`config.mk`:
```
export PLATFORM = sky130hd
export DESIGN_NAME = decodeCore
export DESIGN_NICKNAME = d
export VERILOG_FILES = /design/src/isaPkg.sv /design/src/pipePkg.sv /design/src/decodeCore.sv /design/src/resultStage.sv /design/src/execUnit.sv /design/src/instrDecoder.sv
export SDC_FILE = /design/constraint.sdc
export NUM_CORES = 2
export LEC_CHECK = 0
export ABC_CLOCK_PERIOD_IN_PS = 7700
export BUFFER_PORTS_ARGS = -buffer_cell sky130_fd_sc_hd__buf_2
export CAP_MARGIN = 10
export CELL_PAD_IN_SITES_DETAIL_PLACEMENT = 0
export CELL_PAD_IN_SITES_GLOBAL_PLACEMENT = 1
export CORE_UTILIZATION = 56
export DETAILED_ROUTE_END_ITERATION = 7
export PLACE_DENSITY_LB_ADDON = 0.05
export SETUP_SLACK_MARGIN = 0.4
export SLEW_MARGIN = 20
export SYNTH_ARGS = -nofsm -noshare
export SYNTH_HDL_FRONTEND = slang
export SYNTH_SLANG_ARGS = --single-unit
```
`constraint.sdc`:
```
create_clock -name clk -period 7.7 [get_ports clk]
set_input_delay 1.54 -clock clk [delete_from_list [all_inputs] [get_ports clk]]
set_output_delay 1.54 -clock clk [all_outputs]
set_load 0.01 [all_outputs]
```
`src/isaPkg.sv`:
```
// Instruction set definitions for the small integer pipeline
// Field widths, opcode and function code values, register numbers
// and helpers that pull the fields out of an instruction word

package isaPkg;

	// ============================================================
	// Field widths
	// ============================================================
	localparam int InstrWidth = 32;
	localparam int OpcodeWidth = 6;
	localparam int RegNumWidth = 5;
	localparam int FuncWidth = 6;
	localparam int ImmWidth = 16;
	// Architectural register count, r0 is hardwired to zero
	localparam int NumRegs = 32;

	typedef logic [InstrWidth-1:0] instr_t;
	typedef logic [OpcodeWidth-1:0] opcode_t;
	typedef logic [RegNumWidth-1:0] regNum_t;
	typedef logic [FuncWidth-1:0] func_t;
	typedef logic [ImmWidth-1:0] imm_t;

	// ============================================================
	// Opcodes, anything not listed here decodes as a nop
	// ============================================================
	localparam opcode_t OP_NOP = 6'h00;
	localparam opcode_t OP_R2 = 6'h02;
	localparam opcode_t OP_ADDI = 6'h04;
	localparam opcode_t OP_ANDI = 6'h08;
	localparam opcode_t OP_ORI = 6'h09;
	localparam opcode_t OP_LDI = 6'h0D;

	// Function codes of the register-register group
	localparam func_t FN_ADD = 6'h04;
	localparam func_t FN_SUB = 6'h05;
	localparam func_t FN_AND = 6'h08;
	localparam func_t FN_OR = 6'h09;
	localparam func_t FN_XOR = 6'h0A;
	localparam func_t FN_SLT = 6'h0C;

	// Field extraction
	// Layout is opcode[31:26] Rt[25:21] Ra[20:16] Rb[15:11] func[5:0]
	// Immediate forms carry imm[15:0] in place of Rb and func
	function automatic opcode_t opcodeOf(instr_t i);
		return i[31:26];
	endfunction

	function automatic regNum_t rtOf(instr_t i);
		return i[25:21];
	endfunction

	function automatic regNum_t raOf(instr_t i);
		return i[20:16];
	endfunction

	function automatic regNum_t rbOf(instr_t i);
		return i[15:11];
	endfunction

	function automatic func_t funcOf(instr_t i);
		return i[5:0];
	endfunction

	function automatic imm_t immOf(instr_t i);
		return i[15:0];
	endfunction

endpackage
```
`src/pipePkg.sv`:
```
// Pipeline types shared between the decode, execute and result stages
// The ALU operation set, the decode bus and the execute result

package pipePkg;

	import isaPkg::*;

	// Width of the data fields carried on the stage buses
	// The stage modules take DataWidth with this as the default
	localparam int BusDataWidth = 32;

	typedef logic [BusDataWidth-1:0] data_t;

	// ALU operations, PASSB forwards operand B untouched for LDI
	typedef enum logic [2:0] {
		ALU_ADD,
		ALU_SUB,
		ALU_AND,
		ALU_OR,
		ALU_XOR,
		ALU_SLT,
		ALU_PASSB
	} aluOp_t;

	// ============================================================
	// Decode bus, registered at the decode-to-execute boundary
	// ============================================================
	typedef struct packed {
		regNum_t Ra;
		regNum_t Rb;
		regNum_t Rt;
		// Source reads as zero, either r0 or not used by the opcode
		logic Raz;
		logic Rbz;
		// Register write due, never set for r0 or a nop
		logic Rtv;
		logic hasImm;
		// Immediate already extended to the data width
		data_t imm;
		aluOp_t aluOp;
		logic nop;
	} decodeBus_t;

	// Execute result, registered at the execute-to-result boundary
	typedef struct packed {
		logic valid;
		regNum_t Rt;
		logic Rtv;
		data_t data;
	} execResult_t;

endpackage

```
`src/decodeCore.sv`:
```
// Top level of the three-stage integer pipeline
// Instructions come in on a valid/ready stream, results leave on
// another, and one advance signal stalls every stage together

`timescale 1ns/1ps

module decodeCore import isaPkg::*, pipePkg::*; #(
	parameter int DataWidth = BusDataWidth
) (
	input logic clk,
	input logic rst,
	input logic instrValid,
	input instr_t instr,
	output logic instrReady,
	output logic resValid,
	output regNum_t resReg,
	output logic [DataWidth-1:0] resData,
	input logic resReady
);

	logic advance;
	decodeBus_t db;
	execResult_t exRes;
	regNum_t rdAddrA;
	regNum_t rdAddrB;
	logic [DataWidth-1:0] rdDataA;
	logic [DataWidth-1:0] rdDataB;

	// An instruction is taken whenever the pipe moves
	assign instrReady = advance;

	// ============================================================
	// Stages
	// ============================================================
	instrDecoder #(.DataWidth(DataWidth)) u_decoder (
		.clk(clk),
		.rst(rst),
		.en(advance),
		.instr(instr),
		.instrValid(instrValid),
		.dbo(db)
	);

	execUnit #(.DataWidth(DataWidth)) u_exec (
		.clk(clk),
		.rst(rst),
		.en(advance),
		.db(db),
		.rdAddrA(rdAddrA),
		.rdAddrB(rdAddrB),
		.rdDataA(rdDataA),
		.rdDataB(rdDataB),
		.exRes(exRes)
	);

	resultStage #(.DataWidth(DataWidth)) u_result (
		.clk(clk),
		.rst(rst),
		.exRes(exRes),
		.rdAddrA(rdAddrA),
		.rdAddrB(rdAddrB),
		.rdDataA(rdDataA),
		.rdDataB(rdDataB),
		.resValid(resValid),
		.resReg(resReg),
		.resData(resData),
		.resReady(resReady),
		.advance(advance)
	);

endmodule

```
`src/resultStage.sv`:
```
// Result stage
// Holds the register file, writes results into it, presents each
// result on the output stream and drives the pipeline advance

`timescale 1ns/1ps

module resultStage import isaPkg::*, pipePkg::*; #(
	parameter int DataWidth = BusDataWidth
) (
	input logic clk,
	input logic rst,
	input execResult_t exRes,
	input regNum_t rdAddrA,
	input regNum_t rdAddrB,
	output logic [DataWidth-1:0] rdDataA,
	output logic [DataWidth-1:0] rdDataB,
	output logic resValid,
	output regNum_t resReg,
	output logic [DataWidth-1:0] resData,
	input logic resReady,
	output logic advance
);

	logic [DataWidth-1:0] regFile [NumRegs];
	logic wrEn;

	// ============================================================
	// Flow control
	// ============================================================
	// The pipe moves unless a result is held waiting for the consumer
	assign advance = !resValid || resReady;

	// Writes happen on the same edge that loads the output register
	assign wrEn = advance && exRes.valid && exRes.Rtv;

	// ============================================================
	// Register file
	// ============================================================
	always_ff @(posedge clk) begin
		if (wrEn) begin
			regFile[exRes.Rt] <= DataWidth'(exRes.data);
		end
	end

	// Combinational reads, r0 always returns zero
	assign rdDataA = (rdAddrA == '0) ? '0 : regFile[rdAddrA];
	assign rdDataB = (rdAddrB == '0) ? '0 : regFile[rdAddrB];

	// Output register, the payload carries no reset
	always_ff @(posedge clk) begin
		if (rst) begin
			resValid <= 1'b0;
		end else if (advance) begin
			resValid <= exRes.valid;
		end
	end

	always_ff @(posedge clk) begin
		if (advance) begin
			resReg <= exRes.Rt;
			resData <= DataWidth'(exRes.data);
		end
	end

	// A held result stays offered and unchanged until it is taken
	assert property (@(posedge clk) disable iff (rst)
		resValid && !resReady |=> resValid && $stable(resReg) && $stable(resData))
		else $error("resultStage: result changed while stalled");

endmodule

```
`src/execUnit.sv`:
```
// Execute stage
// Picks the operands from zero, the forwarded previous result, the
// register file or the immediate, and registers the ALU result

`timescale 1ns/1ps

module execUnit import isaPkg::*, pipePkg::*; #(
	parameter int DataWidth = BusDataWidth
) (
	input logic clk,
	input logic rst,
	input logic en,
	input decodeBus_t db,
	output regNum_t rdAddrA,
	output regNum_t rdAddrB,
	input logic [DataWidth-1:0] rdDataA,
	input logic [DataWidth-1:0] rdDataB,
	output execResult_t exRes
);

	logic fwdA;
	logic fwdB;
	logic [DataWidth-1:0] fwdData;
	logic [DataWidth-1:0] opA;
	logic [DataWidth-1:0] regB;
	logic [DataWidth-1:0] opB;
	logic [DataWidth-1:0] aluRes;

	// Register file read addresses come straight from the decode bus
	assign rdAddrA = db.Ra;
	assign rdAddrB = db.Rb;

	// ============================================================
	// Operand selection
	// ============================================================
	// The register file already holds every older result except the one
	// sitting in exRes, so only that one is forwarded
	assign fwdData = DataWidth'(exRes.data);
	assign fwdA = exRes.valid && exRes.Rtv && (exRes.Rt == db.Ra);
	assign fwdB = exRes.valid && exRes.Rtv && (exRes.Rt == db.Rb);

	always_comb begin
		if (db.Raz) begin
			opA = '0;
		end else if (fwdA) begin
			opA = fwdData;
		end else begin
			opA = rdDataA;
		end
	end

	always_comb begin
		if (db.Rbz) begin
			regB = '0;
		end else if (fwdB) begin
			regB = fwdData;
		end else begin
			regB = rdDataB;
		end
	end

	// Immediate forms replace the second register operand
	assign opB = db.hasImm ? DataWidth'(db.imm) : regB;

	// ============================================================
	// ALU
	// ============================================================
	always_comb begin
		case (db.aluOp)
			ALU_ADD: aluRes = opA + opB;
			ALU_SUB: aluRes = opA - opB;
			ALU_AND: aluRes = opA & opB;
			ALU_OR: aluRes = opA | opB;
			ALU_XOR: aluRes = opA ^ opB;
			// Signed compare, result is 1 or 0
			ALU_SLT: aluRes = {{(DataWidth-1){1'b0}}, $signed(opA) < $signed(opB)};
			ALU_PASSB: aluRes = opB;
			default: aluRes = '0;
		endcase
	end

	// Result register, only the control bits are cleared on reset
	always_ff @(posedge clk) begin
		if (rst) begin
			exRes.valid <= 1'b0;
			exRes.Rtv <= 1'b0;
		end else if (en) begin
			exRes.valid <= !db.nop;
			exRes.Rtv <= db.Rtv;
		end
		if (!rst && en) begin
			exRes.Rt <= db.Rt;
			exRes.data <= data_t'(aluRes);
		end
	end

	// The decoder must keep r0 writes out of the write path
	assert property (@(posedge clk) disable iff (rst)
		exRes.valid && exRes.Rtv |-> exRes.Rt != '0)
		else $error("execUnit: register write to r0 in exRes");

endmodule

```
`src/instrDecoder.sv`:
```
// Instruction decoder stage
// Splits an instruction into register fields, zero flags, an extended
// immediate and an ALU operation, then registers the decode bus

`timescale 1ns/1ps

module instrDecoder import isaPkg::*, pipePkg::*; #(
	parameter int DataWidth = BusDataWidth
) (
	input logic clk,
	input logic rst,
	input logic en,
	input instr_t instr,
	input logic instrValid,
	output decodeBus_t dbo
);

	// Bus loaded on reset and for bubbles
	localparam decodeBus_t NopBus = '{
		Ra: '0,
		Rb: '0,
		Rt: '0,
		Raz: 1'b1,
		Rbz: 1'b1,
		Rtv: 1'b0,
		hasImm: 1'b0,
		imm: '0,
		aluOp: ALU_ADD,
		nop: 1'b1
	};

	opcode_t opcode;
	func_t func;
	regNum_t ra;
	regNum_t rb;
	regNum_t rt;
	imm_t immField;
	logic signExt;
	logic [DataWidth-1:0] immSext;
	logic [DataWidth-1:0] immZext;
	decodeBus_t db;

	// ============================================================
	// Field extraction
	// ============================================================
	assign opcode = opcodeOf(instr);
	assign func = funcOf(instr);
	assign ra = raOf(instr);
	assign rb = rbOf(instr);
	assign rt = rtOf(instr);
	assign immField = immOf(instr);

	// ADDI and LDI take the signed form, ANDI and ORI the unsigned one
	assign immSext = {{(DataWidth-ImmWidth){immField[ImmWidth-1]}}, immField};
	assign immZext = {{(DataWidth-ImmWidth){1'b0}}, immField};

	always_comb begin
		db = NopBus;
		db.Ra = ra;
		db.Rb = rb;
		db.Rt = rt;
		db.nop = 1'b0;
		signExt = 1'b0;
		case (opcode)
			OP_R2: begin
				case (func)
					FN_ADD: db.aluOp = ALU_ADD;
					FN_SUB: db.aluOp = ALU_SUB;
					FN_AND: db.aluOp = ALU_AND;
					FN_OR: db.aluOp = ALU_OR;
					FN_XOR: db.aluOp = ALU_XOR;
					FN_SLT: db.aluOp = ALU_SLT;
					// Unknown function code is dropped as a nop
					default: db.nop = 1'b1;
				endcase
			end
			OP_ADDI: begin
				db.hasImm = 1'b1;
				db.aluOp = ALU_ADD;
				signExt = 1'b1;
			end
			OP_ANDI: begin
				db.hasImm = 1'b1;
				db.aluOp = ALU_AND;
			end
			OP_ORI: begin
				db.hasImm = 1'b1;
				db.aluOp = ALU_OR;
			end
			OP_LDI: begin
				db.hasImm = 1'b1;
				db.aluOp = ALU_PASSB;
				signExt = 1'b1;
			end
			OP_NOP: db.nop = 1'b1;
			default: db.nop = 1'b1;
		endcase
		db.imm = data_t'(signExt ? immSext : immZext);
		// LDI never reads Ra, and immediate forms never read Rb
		db.Raz = (ra == '0) || (opcode == OP_LDI);
		db.Rbz = (rb == '0) || db.hasImm;
		// No write for r0, and none at all for a nop
		db.Rtv = !db.nop && (rt != '0);
	end

	// ============================================================
	// Decode register, a missing instruction becomes a bubble
	// ============================================================
	always_ff @(posedge clk) begin
		if (rst) begin
			dbo <= NopBus;
		end else if (en) begin
			dbo <= instrValid ? db : NopBus;
		end
	end

	// A nop must never reach execute with a pending register write
	assert property (@(posedge clk) disable iff (rst) dbo.nop |-> !dbo.Rtv)
		else $error("instrDecoder: nop on the decode bus has Rtv set");

endmodule

```
==> results.py <==
metrics = {
    "critical_path": {
        "cp-start-kind": "flip-flop",
        "slowest_delay_ns": 0.70,
        "timing.rr.end": "u_exec.fwdData[0]",
        "crit_buf_inv": 3,
        "path_cells": "buf_12, buf_12, mux4_2, mux4_2, mux2i_1, nor2_1, a211oi_2, inv_1, ha_1, nor2b_1, o21bai_1, a21oi_1, nor3_1, o211ai_1, a221oi_1, o211ai_1, and3_1, o22ai_1",
        "worstPathArrival_ns": 7.33,
        "cpLargestDelayFamily": "compound AO/OA/AOI/OAI gates",
        "slowest_stage": "dfxtp_4",
        "crit_required_ns": 8.27,
        "rr_worst_depth": 18,
        "path_class": "flip-flop to flip-flop",
        "critical_path_peak_fanout": 35,
        "worst_setup_path_end_kind": "flip-flop",
        "r2r_setup_slack_ns": 0.94,
    },
    "die": {
        "dieArea_mm2": 0.104,
        "rows": 116,
        "pin_count": 75,
        "start_util_pct": 56.9,
        "core_area_mm2": 0.101,
        "die_w_um": 322,
        "die_y_um": 322,
    },
    "yosys": {
        "syn_inst": 3239,
        "synth.distinct_cells": 80,
        "yosys-top-cells-area": "edfxtp_1 (58%), mux4_2 (25%), ha_1 (2.1%), dfxtp_1 (1.7%), nor2_1 (1.1%)",
        "ys.flop_type": "edfxtp_1",
        "ys_warn_count": 0,
        "synth_area_mm2": 0.0573,
        "synthArstFlopShare_pct": 0,
        "synth_edf_count": 1098,
        "yosysTopAreaCellShare_pct": 57.5,
        "yosysSeqAreaShare_pct": 59.2,
        "synth_nets": 3375,
        "yosysTopAreaCell": "edfxtp_1",
        "ys_ff_latch": 1146,
        "syn_avg_cell_area_um2": 17.7,
    },
    "drt": {
        "totalWireLength_mm": 175,
        "routed_via_density": 7.28,
        "wl_per_cell_um": 36.6,
        "drt_iter0_drc": 5024,
        "antenna_left": 0,
        "num_vias": 34800,
        "drc": 0,
        "dr.pass1.iters": 8,
    },
    "status": {
        "status": "finished clean",
    },
    "placement": {
        "post-place-ws_ns": 0.998,
        "dp_hpwl_mm": 104,
        "port_buffers": 74,
        "routabilityCongestion": 0.949,
    },
    "worst_hold_path": {
        "hold_path.startpoint": "u_decoder.dbo[40]",
        "hold_class": "flip-flop to flip-flop",
        "hold_path_end": "u_exec.exRes[33]",
        "hold_depth": 0,
    },
    "cells_and_area": {
        "mostFrequentLayoutCells": "edfxtp_1 (1098), mux4_2 (632), nor2_1 (142)",
        "final_common_cell": "edfxtp_1",
        "fill_cells": 7113,
        "drive_above_1_share_pct": 33.2,
        "fin_nets": 3460,
        "syn2layout_area_growth_pct": 11.9,
    },
    "pwr": {
        "power_frac_seq_pct": 50.0,
        "internal_power_mw": 10.8,
        "p_per_area_mw_per_mm2": 219,
        "p_switching_mw": 3.24,
        "sw_frac_of_total_pct": 23.1,
        "pwr-share-clk_pct": 41.6,
        "p_leak_nw": 20.0,
        "max-vdd-ir-drop_uv": 241,
        "combPwrFrac_pct": 8.4,
    },
    "clock_tree": {
        "cts_tree": "done",
        "cts_setup_buffers": 0,
        "clock_sinks": 1146,
        "cts.clk_slew.worst_paths_ns": 0.07,
        "cts_made_buffers": 118,
        "ctsResizeCount": 0,
        "cts_buffer_depth": 3,
        "cts-root-buf": "clkbuf_16",
        "cts_hold_buf": 0,
        "clock_latency_ns": 0.74,
        "htreeDepth": 3,
    },
    "global_route": {
        "grt-ovfl-total": 0,
        "grt_usage_pct": 34.5,
        "antenna_found_initial": 3,
        "grt_pass1_vias": 34800,
        "grt_start_max_net_pins": 92,
        "grt_first_pass_wirelength_mm": 251,
    },
    "timing": {
        "skew_ns": 0.0387,
        "worst_pin_slew_ns": 1.19,
        "clock.fmax_mhz": 148,
        "fin_tns_setup_ns": 0,
        "setup_violations": 0,
        "rsz0062_at_grt": "no",
        "fin_crit_sh_pct": 87.8,
        "max-slew-margin-rel_pct": 20.9,
        "fin_crit_ns": 6.76,
        "finalMaxSlewViolations": 0,
        "hold_violations": 0,
        "fin_ws_ns": 0.939,
    },
    "job": {
        "max-cap-violations": 0,
    },
}
-- power by group through the flow --
| stage | Sequential (mW) | Clock (mW) | Combinational (mW) |
|---|---|---|---|
| floorplan | 7.15 | 0 | 0.724 |
| global placement | 7.20 | 0 | 1.07 |
| detailed placement | 7.20 | 0 | 1.09 |
| CTS | 7.07 | 5.88 | 1.09 |
| global route | 7.02 | 6.12 | 1.25 |
| finish | 7.01 | 5.83 | 1.18 |
-- flip-flops by register name, indices dropped and copies added (netlist names), named ones only --
signal and cells:
u_result.regFile 1024, u_result.resReg 5, u_exec.fwdData 32, u_result.resData 32, u_decoder.dbo 35, u_exec.exRes 7
u_result.resValid 1
-- cell usage after synthesis, types with 7 or more instances --
library cell and count:
edfxtp_1 1098, mux4_2 632, nor2_1 175, clkbuf_1 132, a21oi_1 123, nand2_1 104, inv_1 100, ha_1 98
o21ai_0 67, buf_1 49, dfxtp_1 48, buf_2 43, a22oi_1 42, mux2i_1 42, nand3_1 42, mux2_2 38
a211oi_1 30, nor3_1 28, nor2b_1 27, xnor2_1 23, o22ai_1 19, a221oi_2 14, buf_4 14, nand2b_1 14
o31ai_1 11, a221oi_1 10, o21bai_1 10, xor2_1 10, a211o_1 9, nor4_1 9, o211ai_1 9, o221ai_1 9
or2_2 9, a21o_1 8, a221o_1 8, a2111oi_0 7, a31oi_1 7, buf_6 7, nand4_1 7
-- worst max-delay path by stage --
stage,start,end,slack (ns),depth (start not counted)
5_1_grt,flip-flop,u_exec.fwdData[0],0.55,18
6_report,flip-flop,u_exec.fwdData[0],0.94,18
4_1_cts,flip-flop,u_exec.fwdData[0],0.98,18
3_3_place_gp,flip-flop,u_exec.fwdData[0],0.95,18
3_5_place_dp,flip-flop,u_exec.fwdData[0],1.0,18
2_1_floorplan,flip-flop,u_exec.fwdData[29],2.18,19
-- metal layers --
layer | wire [um] | up-vias | share of wire (%) | track usage (%)
li1 | - | 13800 | - | -
met3 | 18600 | 380 | 11 | 7.24
met1 | 66800 | 18500 | 38 | 49.0
met2 | 83000 | 2143 | 47 | 53.8
met5 | 13 | - | 0.0074 | 0
met4 | 6510 | 2 | 3.7 | 11.4
-- worst reg2reg max path: cells and delay by family (launching register included) --
family	cells	cell delay, ns
adders and majority gates	1	0.57
buffers and inverters	3	0.84
muxes	3	1.75
AOI/OAI and AO/OA	7	1.78
DFF	1	0.70
and+or+nand+nor	4	0.99
-- kinds of logic after synthesis --
| family | Yosys count | share of synthesized area [%] |
|---|---|---|
| fa+ha+maj | 100 | 2.21 |
| compound gates | 444 | 5.41 |
| buf+inv | 350 | 2.61 |
| mux | 714 | 26.4 |
| flops | 1146 | 59.2 |
| xor+xnor | 33 | 0.504 |
| simple gates | 452 | 3.63 |
-- stage by stage --
stage / power [mW] / util, % / instances / hold WS, ns / instance area (um^2)
2_1_floorplan: 7.87 / - / 3239 / 0.408 / 57300
3_3_place_gp: 8.26 / 59.3 / 4537 / 0.414 / 59700
3_5_place_dp: 8.29 / 59.4 / 4542 / 0.425 / 59800
4_1_cts: 14.0 / 63.3 / 4755 / 0.439 / 63800
5_1_grt: 14.4 / 63.6 / 4774 / 0.446 / 64100
6_report: 14.0 / 63.6 / 4776 / 0.436 / 64100
-- layout make-up --
type                       instances  area [um^2]  area share [%]
sequential                      1146        34000            53.0
multi-input combinational       1743        22100            34.6
clock buffer                     136         3060            4.78
timing repair buffer             212         1940            3.03
tap                             1357         1700            2.65
clock inverter                    77          868            1.35
inverter                         103          388           0.605
antenna                            2         5.00         0.00781
Note: power is estimated with default switching activity, not from simulation.
